--- src/source/core_pkg.sv ---
// ==========================================================================
// Shared definitions for the issue-and-writeback core slice
// Instructions are one 32-bit word with the opcode in the top six bits
// Opcode values not listed in opcode_e are legal and produce no result
// Field positions below assume the fixed INSTR_W of 32
// ==========================================================================
`default_nettype none

package core_pkg;

	// Instruction word width, fixed for this core
	localparam int INSTR_W = 32;

	// Register address width for the 32-entry register file
	localparam int REG_AW = 5;

	// ======================================================================
	// Opcodes and internal operation codes
	// ======================================================================

	// NOP must stay at zero so that an all-zero word does nothing
	typedef enum logic [5:0] {
		NOP  = 6'h00,
		ADD  = 6'h01,
		SUB  = 6'h02,
		AND  = 6'h03,
		OR   = 6'h04,
		XOR  = 6'h05,
		SLT  = 6'h06,
		ADDI = 6'h08,
		ANDI = 6'h09,
		ORI  = 6'h0A,
		XORI = 6'h0B,
		SLTI = 6'h0C,
		LDI  = 6'h0D,
		JMP  = 6'h10,
		JEQ  = 6'h11,
		JNE  = 6'h12
	} opcode_e;

	// ALU_PASSB forwards operand B, used by LDI
	typedef enum logic [2:0] {
		ALU_ADD,
		ALU_SUB,
		ALU_AND,
		ALU_OR,
		ALU_XOR,
		ALU_SLT,
		ALU_PASSB
	} alu_op_e;

	typedef enum logic [1:0] {
		BR_NONE,
		BR_ALWAYS,
		BR_EQ,
		BR_NE
	} br_kind_e;

	// ======================================================================
	// Field positions within the instruction word
	// ======================================================================
	localparam int OP_HI   = 31;
	localparam int OP_LO   = 26;
	localparam int RD_HI   = 25;
	localparam int RD_LO   = 21;
	localparam int RA_HI   = 20;
	localparam int RA_LO   = 16;
	localparam int RB_HI   = 15;
	localparam int RB_LO   = 11;
	localparam int IMM_HI  = 15;
	localparam int IMM_LO  = 0;
	localparam int IMM_W   = IMM_HI - IMM_LO + 1;
	// Jump displacement counts in words and is signed
	localparam int DISP_HI = 8;
	localparam int DISP_LO = 0;
	localparam int DISP_W  = DISP_HI - DISP_LO + 1;
	// Link field of the jump group, nonzero means write the return address
	localparam int LK_HI   = 10;
	localparam int LK_LO   = 9;

endpackage

`default_nettype wire

--- src/source/core_decode_rfwr.sv ---
// ==========================================================================
// Opcode decode for register write, ALU operation and operand selection
// Purely combinational, driven from the latched instruction register
// Unlisted opcodes decode as no write, no immediate and no branch
// ==========================================================================
`timescale 1ns/1ps
`default_nettype none

module core_decode_rfwr
	import core_pkg::*;
(
	input  opcode_e  opcode,
	input  logic [1:0] lk,
	output logic     rfwr,
	output alu_op_e  alu_op,
	output logic     use_imm,
	output logic     imm_signed,
	output br_kind_e br_kind
);

	// ======================================================================
	// Register file update detection
	// ======================================================================
	always_comb
	begin
		rfwr = 1'b0;
		case (opcode)
		ADD, SUB, AND, OR, XOR, SLT:
			rfwr = 1'b1;
		ADDI, ANDI, ORI, XORI, SLTI:
			rfwr = 1'b1;
		LDI:
			rfwr = 1'b1;
		// Jumps only write rd when a link is requested
		JMP, JEQ, JNE:
			rfwr = lk != 2'b00;
		default:
			rfwr = 1'b0;
		endcase
	end

	// ======================================================================
	// ALU operation and branch kind
	// ======================================================================
	always_comb
	begin
		alu_op  = ALU_ADD;
		br_kind = BR_NONE;
		case (opcode)
		ADD, ADDI:	alu_op = ALU_ADD;
		SUB:		alu_op = ALU_SUB;
		AND, ANDI:	alu_op = ALU_AND;
		OR, ORI:	alu_op = ALU_OR;
		XOR, XORI:	alu_op = ALU_XOR;
		SLT, SLTI:	alu_op = ALU_SLT;
		LDI:		alu_op = ALU_PASSB;
		// The jump result comes from the link value, so the ALU op is unused
		JMP:		br_kind = BR_ALWAYS;
		JEQ:		br_kind = BR_EQ;
		JNE:		br_kind = BR_NE;
		default:	alu_op = ALU_ADD;
		endcase
	end

	// Immediate group takes operand B from the instruction word
	assign use_imm = opcode inside {ADDI, ANDI, ORI, XORI, SLTI, LDI};

	// Logic immediates are zero extended, everything else is sign extended
	assign imm_signed = !(opcode inside {ANDI, ORI, XORI});

endmodule

`default_nettype wire

--- src/source/core_regfile.sv ---
// ==========================================================================
// 32-entry register file, two asynchronous reads and one synchronous write
// Register 0 has no storage and always reads zero
// Reset clears every entry so that reads after reset are defined
// ==========================================================================
`timescale 1ns/1ps
`default_nettype none

module core_regfile
	import core_pkg::*;
#(
	parameter int DATA_W = 32
)
(
	input  logic              clk,
	input  logic              arst_n,
	input  logic [REG_AW-1:0] raddr_a,
	input  logic [REG_AW-1:0] raddr_b,
	output logic [DATA_W-1:0] rdata_a,
	output logic [DATA_W-1:0] rdata_b,
	input  logic              we,
	input  logic [REG_AW-1:0] waddr,
	input  logic [DATA_W-1:0] wdata
);

	localparam int NUM_REGS = 1 << REG_AW;

	// Entries 1 and up, entry 0 is implied
	logic [DATA_W-1:0] regs [1:NUM_REGS-1];

	always_ff @(posedge clk or negedge arst_n)
	begin
		if (!arst_n)
		begin
			for (int i = 1; i < NUM_REGS; i++)
				regs[i] <= '0;
		end
		else
		begin
			// Each entry only loads on its own address match
			for (int i = 1; i < NUM_REGS; i++)
				if (we && waddr == REG_AW'(i))
					regs[i] <= wdata;
		end
	end

	assign rdata_a = (raddr_a == '0) ? '0 : regs[raddr_a];
	assign rdata_b = (raddr_b == '0) ? '0 : regs[raddr_b];

	// The control block gates writes to r0, so none should reach here
	a_no_r0_write: assert property (@(posedge clk) disable iff (!arst_n)
		we |-> waddr != '0);

endmodule

`default_nettype wire

--- src/source/core_alu.sv ---
// ==========================================================================
// Integer ALU with an equality flag for conditional jumps
// Set-less-than is signed and returns 1 or 0 in the full width
// No overflow or carry flags are produced
// ==========================================================================
`timescale 1ns/1ps
`default_nettype none

module core_alu
	import core_pkg::*;
#(
	parameter int DATA_W = 32
)
(
	input  alu_op_e           op,
	input  logic [DATA_W-1:0] a,
	input  logic [DATA_W-1:0] b,
	output logic [DATA_W-1:0] result,
	output logic              eq
);

	logic lt;

	// Signed compare shared by SLT and SLTI
	assign lt = $signed(a) < $signed(b);

	always_comb
	begin
		result = '0;
		case (op)
		ALU_ADD:
			result = a + b;
		ALU_SUB:
			result = a - b;
		ALU_AND:
			result = a & b;
		ALU_OR:
			result = a | b;
		ALU_XOR:
			result = a ^ b;
		ALU_SLT:
			result = {{(DATA_W-1){1'b0}}, lt};
		// LDI hands the extended immediate straight through
		ALU_PASSB:
			result = b;
		default:
			result = '0;
		endcase
	end

	// JEQ and JNE compare the two register operands
	assign eq = a == b;

endmodule

`default_nettype wire

--- src/source/core_control.sv ---
// ==========================================================================
// Handshake FSM, program counter, operand B select and write sequencing
// One instruction at a time over four-phase req/ack, no overlap
// Writeback, pc update and ack all appear one cycle after acceptance
// Requires DATA_W above PC_W and PC_W above the displacement width
// ==========================================================================
`timescale 1ns/1ps
`default_nettype none

module core_control
	import core_pkg::*;
#(
	parameter int DATA_W = 32,
	parameter int PC_W   = 16
)
(
	input  logic               clk,
	input  logic               arst_n,
	input  logic               instr_req,
	input  logic [INSTR_W-1:0] instr,
	output logic               instr_ack,
	output opcode_e            opcode,
	output logic [1:0]         lk,
	output logic [REG_AW-1:0]  ra_addr,
	output logic [REG_AW-1:0]  rb_addr,
	input  logic               rfwr,
	input  logic               use_imm,
	input  logic               imm_signed,
	input  br_kind_e           br_kind,
	input  logic [DATA_W-1:0]  rb_data,
	output logic [DATA_W-1:0]  alu_b,
	input  logic [DATA_W-1:0]  alu_result,
	input  logic               eq,
	output logic               we,
	output logic [REG_AW-1:0]  waddr,
	output logic [DATA_W-1:0]  wdata,
	output logic               wb_valid,
	output logic [REG_AW-1:0]  wb_reg,
	output logic [DATA_W-1:0]  wb_data,
	output logic [PC_W-1:0]    pc
);

	typedef enum logic [1:0] {IDLE, EXEC, DONE} state_e;

	state_e             state;
	logic [INSTR_W-1:0] instr_q;
	logic [REG_AW-1:0]  rd;
	logic [IMM_W-1:0]   imm;
	logic [DATA_W-1:0]  imm_ext;
	logic [DISP_W-1:0]  disp;
	logic [PC_W-1:0]    pc_inc;
	logic [PC_W-1:0]    pc_taken;
	logic [DATA_W-1:0]  link;
	logic               taken;
	logic               wr_en;
	logic [DATA_W-1:0]  wr_data;

	// ======================================================================
	// Field extraction and operand B
	// ======================================================================
	assign opcode  = opcode_e'(instr_q[OP_HI:OP_LO]);
	assign lk      = instr_q[LK_HI:LK_LO];
	assign rd      = instr_q[RD_HI:RD_LO];
	assign ra_addr = instr_q[RA_HI:RA_LO];
	assign rb_addr = instr_q[RB_HI:RB_LO];
	assign imm     = instr_q[IMM_HI:IMM_LO];
	assign disp    = instr_q[DISP_HI:DISP_LO];

	assign imm_ext = imm_signed ? {{(DATA_W-IMM_W){imm[IMM_W-1]}}, imm}
		: {{(DATA_W-IMM_W){1'b0}}, imm};
	assign alu_b   = use_imm ? imm_ext : rb_data;

	// ======================================================================
	// Next pc and link value
	// ======================================================================
	assign pc_inc   = pc + 1'b1;
	// Displacement is relative to the following instruction
	assign pc_taken = pc_inc + {{(PC_W-DISP_W){disp[DISP_W-1]}}, disp};
	assign link     = {{(DATA_W-PC_W){1'b0}}, pc_inc};

	always_comb
	begin
		case (br_kind)
		BR_ALWAYS:	taken = 1'b1;
		BR_EQ:		taken = eq;
		BR_NE:		taken = !eq;
		default:	taken = 1'b0;
		endcase
	end

	// Jumps write the return address, all else writes the ALU result
	assign wr_data = (br_kind != BR_NONE) ? link : alu_result;
	// A write to r0 is dropped and so not reported either
	assign wr_en   = rfwr && rd != '0;

	// The register file commits on the EXEC edge along with the pc
	assign we    = (state == EXEC) && wr_en;
	assign waddr = rd;
	assign wdata = wr_data;

	// ======================================================================
	// Handshake FSM and pc
	// ======================================================================
	always_ff @(posedge clk or negedge arst_n)
	begin
		if (!arst_n)
		begin
			state     <= IDLE;
			instr_ack <= 1'b0;
			wb_valid  <= 1'b0;
			pc        <= '0;
		end
		else
		begin
			// The writeback report is a single-cycle pulse
			wb_valid <= 1'b0;
			case (state)
			IDLE:
				if (instr_req)
					state <= EXEC;
			EXEC:
			begin
				pc        <= taken ? pc_taken : pc_inc;
				wb_valid  <= wr_en;
				instr_ack <= 1'b1;
				state     <= DONE;
			end
			// Hold ack until the producer lets go of req
			DONE:
				if (!instr_req)
				begin
					instr_ack <= 1'b0;
					state     <= IDLE;
				end
			default:
				state <= IDLE;
			endcase
		end
	end

	// Instruction word and writeback payload
	always_ff @(posedge clk)
	begin
		if (state == IDLE && instr_req)
			instr_q <= instr;
		if (state == EXEC)
		begin
			wb_reg  <= rd;
			wb_data <= wr_data;
		end
	end

	// ======================================================================
	// Protocol checks
	// ======================================================================
	a_ack_needs_req: assert property (@(posedge clk) disable iff (!arst_n)
		$rose(instr_ack) |-> instr_req);

	a_wb_one_cycle: assert property (@(posedge clk) disable iff (!arst_n)
		wb_valid |=> !wb_valid);

	a_instr_stable: assert property (@(posedge clk) disable iff (!arst_n)
		(instr_req && !instr_ack) |=> $stable(instr));

endmodule

`default_nettype wire

--- src/source/core_top.sv ---
// ==========================================================================
// Top level of the core slice, control plus decoder, register file and ALU
// DATA_W may be 32 or 64, PC_W must stay below DATA_W
// ==========================================================================
`timescale 1ns/1ps
`default_nettype none

module core_top
	import core_pkg::*;
#(
	parameter int DATA_W = 32,
	parameter int PC_W   = 16
)
(
	input  logic               clk,
	input  logic               arst_n,
	input  logic               instr_req,
	input  logic [INSTR_W-1:0] instr,
	output logic               instr_ack,
	output logic               wb_valid,
	output logic [REG_AW-1:0]  wb_reg,
	output logic [DATA_W-1:0]  wb_data,
	output logic [PC_W-1:0]    pc
);

	opcode_e           opcode;
	logic [1:0]        lk;
	logic [REG_AW-1:0] ra_addr;
	logic [REG_AW-1:0] rb_addr;
	logic [DATA_W-1:0] ra_data;
	logic [DATA_W-1:0] rb_data;
	logic              rfwr;
	alu_op_e           alu_op;
	logic              use_imm;
	logic              imm_signed;
	br_kind_e          br_kind;
	logic [DATA_W-1:0] alu_b;
	logic [DATA_W-1:0] alu_result;
	logic              eq;
	logic              we;
	logic [REG_AW-1:0] waddr;
	logic [DATA_W-1:0] wdata;

	core_control #(.DATA_W(DATA_W), .PC_W(PC_W)) u_control (
		.clk(clk), .arst_n(arst_n),
		.instr_req(instr_req), .instr(instr), .instr_ack(instr_ack),
		.opcode(opcode), .lk(lk), .ra_addr(ra_addr), .rb_addr(rb_addr),
		.rfwr(rfwr), .use_imm(use_imm), .imm_signed(imm_signed), .br_kind(br_kind),
		.rb_data(rb_data), .alu_b(alu_b), .alu_result(alu_result), .eq(eq),
		.we(we), .waddr(waddr), .wdata(wdata),
		.wb_valid(wb_valid), .wb_reg(wb_reg), .wb_data(wb_data), .pc(pc)
	);

	core_decode_rfwr u_decode (
		.opcode(opcode), .lk(lk), .rfwr(rfwr), .alu_op(alu_op),
		.use_imm(use_imm), .imm_signed(imm_signed), .br_kind(br_kind)
	);

	core_regfile #(.DATA_W(DATA_W)) u_regfile (
		.clk(clk), .arst_n(arst_n),
		.raddr_a(ra_addr), .raddr_b(rb_addr), .rdata_a(ra_data), .rdata_b(rb_data),
		.we(we), .waddr(waddr), .wdata(wdata)
	);

	// Operand A always comes straight from the register file
	core_alu #(.DATA_W(DATA_W)) u_alu (
		.op(alu_op), .a(ra_data), .b(alu_b), .result(alu_result), .eq(eq)
	);

endmodule

`default_nettype wire

--- config.mk ---
export PLATFORM = sky130hd
export DESIGN_NAME = core_top
export DESIGN_NICKNAME = d
export VERILOG_FILES = /design/src/source/core_pkg.sv /design/src/source/core_decode_rfwr.sv /design/src/source/core_regfile.sv /design/src/source/core_alu.sv /design/src/source/core_control.sv /design/src/source/core_top.sv
export SDC_FILE = /design/constraint.sdc
export NUM_CORES = 2
export LEC_CHECK = 0
export BUFFER_PORTS_ARGS = -buffer_cell sky130_fd_sc_hd__buf_2
export CAP_MARGIN = 20
export CORE_MARGIN = 2
export CORE_UTILIZATION = 45
export CTS_BUF_LIST = sky130_fd_sc_hd__clkbuf_4 sky130_fd_sc_hd__clkbuf_8
export CTS_CLUSTER_SIZE = 10
export DETAILED_ROUTE_END_ITERATION = 8
export GPL_TIMING_DRIVEN = 0
export PLACE_DENSITY = 0.72
export SETUP_SLACK_MARGIN = 0.5
export SYNTH_ARGS = -nofsm -noshare
export SYNTH_HDL_FRONTEND = slang
export SYNTH_HIERARCHICAL = 1
export SYNTH_SLANG_ARGS = --single-unit
--- constraint.sdc ---
create_clock -name clk -period 7.17 [get_ports clk]
set_input_delay 1.0755 -clock clk [delete_from_list [all_inputs] [get_ports clk]]
set_output_delay 1.0755 -clock clk [all_outputs]
set_load 0.01 [all_outputs]
==> metrics.md <==
| Metric | Value |
|---|---|
| Slowest CP cell | or4b_4 |
| GRT Residual Overflow | 0 |
| Syn_area_per_cell | 13.12 um^2 |
| Via-per-instance ratio | 6.741 |
| Post-DP HPWL | 184,100 um |
| Nets@finish | 5,417 |
| Die H | 382.5 um |
| Seq/Total Area, Yosys | 0.4250 |
| Reg2Reg Depth | 24 |
| Peak fanout along the critical path | 10 |
| Total number of vias | 49.14k |
| CP startpoint kind | register |
| H-tree lvl count | 4 |
| Placement Cell Area | 67,910 um^2 |
| DRT Pass-1 Iters | 8 |
| Worst R2R Start | u_control/instr_q[12] |
| Initial Util | 0.4542 |
| Antenna viol nets, final | 0 |
| Total power | 24.78 mW |
| CTS tree | built |
| Hold Path Stages | 1 |
| Most frequent cells in the layout | mux2_2, dfrtp_1, mux4_2, mux2i_1, clkbuf_8 |
| Power density cells | 339.7 nW/um^2 |
| TritonCTS buffer count | 184 |
| Length of routed met2 wiring | 109,000 um |
| Yosys cell types | 110 |
| Design Area, Final | 72,950 um^2 |
| Detailed-route wire length per cell | 34.67 um |
| Total GRT Usage | 0.3415 |
| Share of layout cells above drive strength 1 | 0.4400 |
| Area Overhead vs Synth | 13.17% |
| Worst setup path startpoint | u_control/instr_q[12] |
| Initial antenna violation count | 12 |
| Clock Tree Root | clkbuf_8 |
| Cell Count Post-Placement | 6,929 |
| Yosys reg bits | 1,081 |
| FF-to-FF End | u_regfile/regs[272] |
| Most flops, register | u_regfile/regs |
| Worst-path cell chain | buf_4 -> buf_4 -> buf_2 -> buf_2 -> buf_8 -> mux4_2 -> mux2i_2 -> a22oi_2 -> o31a_1 -> mux2_2 -> inv_1 -> ha_1 -> buf_6 -> nor2b_1 -> o21ai_0 -> or4b_4 -> a21boi_1 -> o21ai_1 -> xnor2_1 -> a211oi_1 -> o31a_1 -> and2_2 -> clkbuf_1 -> mux2_2 |
| Worst hold path type | input pin to register |
| Met1 wire length | 91,700 um |
| Slew Viols, Final | 0 |
| Total of warnings raised by yosys | 6 |
| Status | finished, final reports clean |
| Regs by FF count | u_regfile/regs x992, u_control/instr_q x32, u_control/wb_data x32 |
| Final Non-Filler Cells | 7,290 |
| Ys flop type | dfrtp_1 |
| Crit end category | register |
| Peak VDD IR | 0.0002642 V |
| Chip Width | 382.5 um |
| R2r setup slk | 500 ps |
| Final Setup Violations | 0 |
| RSZ-0062 raised after global routing | true |
| Crit path time final | 6668 ps |
| First-pass GRT wire length | 356,000 um |
| Post-synthesis cell count | 4,913 |
| Static leakage | 33.53 nW |
| Crit path max-delay family | compound AO/OA/AOI/OAI gates |
| Mapped Area | 64,460 um^2 |
| Row Count | 138 |
| Routed length on met3 | 33,290 um |
| Clk_skew | 83.51 ps |
| Critical Path RT | 8020 ps |
| Gpl congestion | 1.043 |
| Largest net degree at the start of global routing | 174 |
| Worst setup path end | u_regfile/regs[272] |
| Max frequency | 150.0 MHz |
| Die area | 146,300 um^2 |
| Max reg flops | 992 |
| Top Metal Used | met5 |
| Slew HR | 0.1960 |
| Remaining DRCs | 0 |
| Core ar. | 141,900 um^2 |
| Worst-Skew Late Latency | 970 ps |
| Vias in the first global route | 48.98k |
| Routed WL | 252,700 um |
| Worst stage delay on the critical path | 600 ps |
| CTS sink count | 1,081 |
| DR iter-0 viols | 6,628 |
| WP buf/inv | 8 |
| CTS max path bufs | 3 |
| Most common cell after layout, fill and taps aside | mux2_2 |
| Crit share post-route | 0.9299 |
| CP Class | register to register |
| Synth Net Count | 5,077 |
| PortBufs | 89 |
| Max Cap Viol | 0 |
| Worst EP arrival | 7520 ps |
| Critical Path Stages | 24 |
| Worst-margin pin slew | 1206 ps |
| Clock transition at path regs | 60 ps |
| Io pins | 90 |
| Final Hold Viols | 0 |
| Post-synth EDFFs | 69 |
| Setup TNS | 0 ps |
| FFs w/ async S/R, synth | 0.9362 |
-- logic make-up (layout without fill, tap and decap cells) --
group / Yosys count / after routing / share of synthesized area
adders and majority gates: 129 / 129 / 0.02539
buffers and inverters: 618 / 1100 / 0.04284
xor gates and xnor gates: 31 / 31 / 0.004328
other: 0 / 5 / 0
DFF: 1081 / 1081 / 0.4250
muxes: 1751 / 1751 / 0.3779
AOI/OAI and AO/OA: 655 / 655 / 0.07397
and+or+nand+nor: 648 / 648 / 0.05058
-- what timing repair did --
item / in CTS / in global routing
setup buffers: 14 / 14
hold endpoints to repair: 41 / 0
gates resized for setup: 178 / 159
setup endpoints to repair: 937 / 806
pin swaps: 13 / 14
hold buffers: 1 / 0
-- power by group --
part | internal (mW) | switching [mW]
logic | 3.58 | 7.27
clock network | 3.51 | 2.75
registers | 7.03 | 0.635
total | 14.1 | 10.7
-- metal layers --
layer  vias to the layer above  global-route usage
li1                      19430                   -
met1                     25400              0.4187
met2                      3397              0.4968
met3                       905              0.1395
met4                        18              0.2203
met5                         -            0.005622
-- per-stage QoR --
| stage | hold slack (ps) | utilization | setup slack (ps) |
|---|---|---|---|
| 3_3_place_gp | 480.9 | 0.4740 | -17190 |
| 4_1_cts | 233.3 | 0.5114 | 497.8 |
| 6_report | 315.1 | 0.5140 | 502.4 |
| 2_1_floorplan | 439.1 | - | 1860 |
| 5_1_grt | 286.8 | 0.5139 | 449.2 |
| 3_5_place_dp | 496.7 | 0.4784 | -1594 |
-- synth_stat cells (all sizes together) (58+ instances only) --
master | instances | area share
nor2 | 197 | 0.012
dfrtp | 1012 | 0.39
nor3 | 66 | 0.0053
inv | 141 | 0.0082
mux2 | 1082 | 0.19
buf | 231 | 0.020
nand3 | 58 | 0.0049
nand2 | 122 | 0.0071
clkbuf | 244 | 0.014
mux2i | 235 | 0.036
mux4 | 434 | 0.15
ha | 126 | 0.024
edfxtp | 69 | 0.032
o21ai | 96 | 0.0075
a21oi | 106 | 0.0083
-- cell type report --
class | count | area (um^2)
diodes | 5 | 12.51
fillers | 12140 | 68980
inverters | 143 | 538.0
plain buffers | 474 | 2574
well taps | 1890 | 2365
flip-flops and latches | 1081 | 27400
multi-input cells | 3214 | 34650
repair buffers | 155 | 1308
clock inverters | 54 | 679.4
clock buffers | 274 | 3427
-- worst min-delay path by stage --
| stage | slack [ps] | start | to |
|---|---|---|---|
| 2_1_floorplan | 440 | u_control/instr_q[24] | u_control/wb_reg[3] |
| 3_3_place_gp | 480 | u_regfile/regs[774] | u_regfile/regs[774] |
| 3_5_place_dp | 500 | u_regfile/regs[774] | u_regfile/regs[774] |
| 4_1_cts | 230 | instr[19] | u_control/instr_q[19] |
| 5_1_grt | 290 | instr[19] | u_control/instr_q[19] |
| 6_report | 320 | instr[19] | u_control/instr_q[19] |
Power figures use the tool's default switching activity.
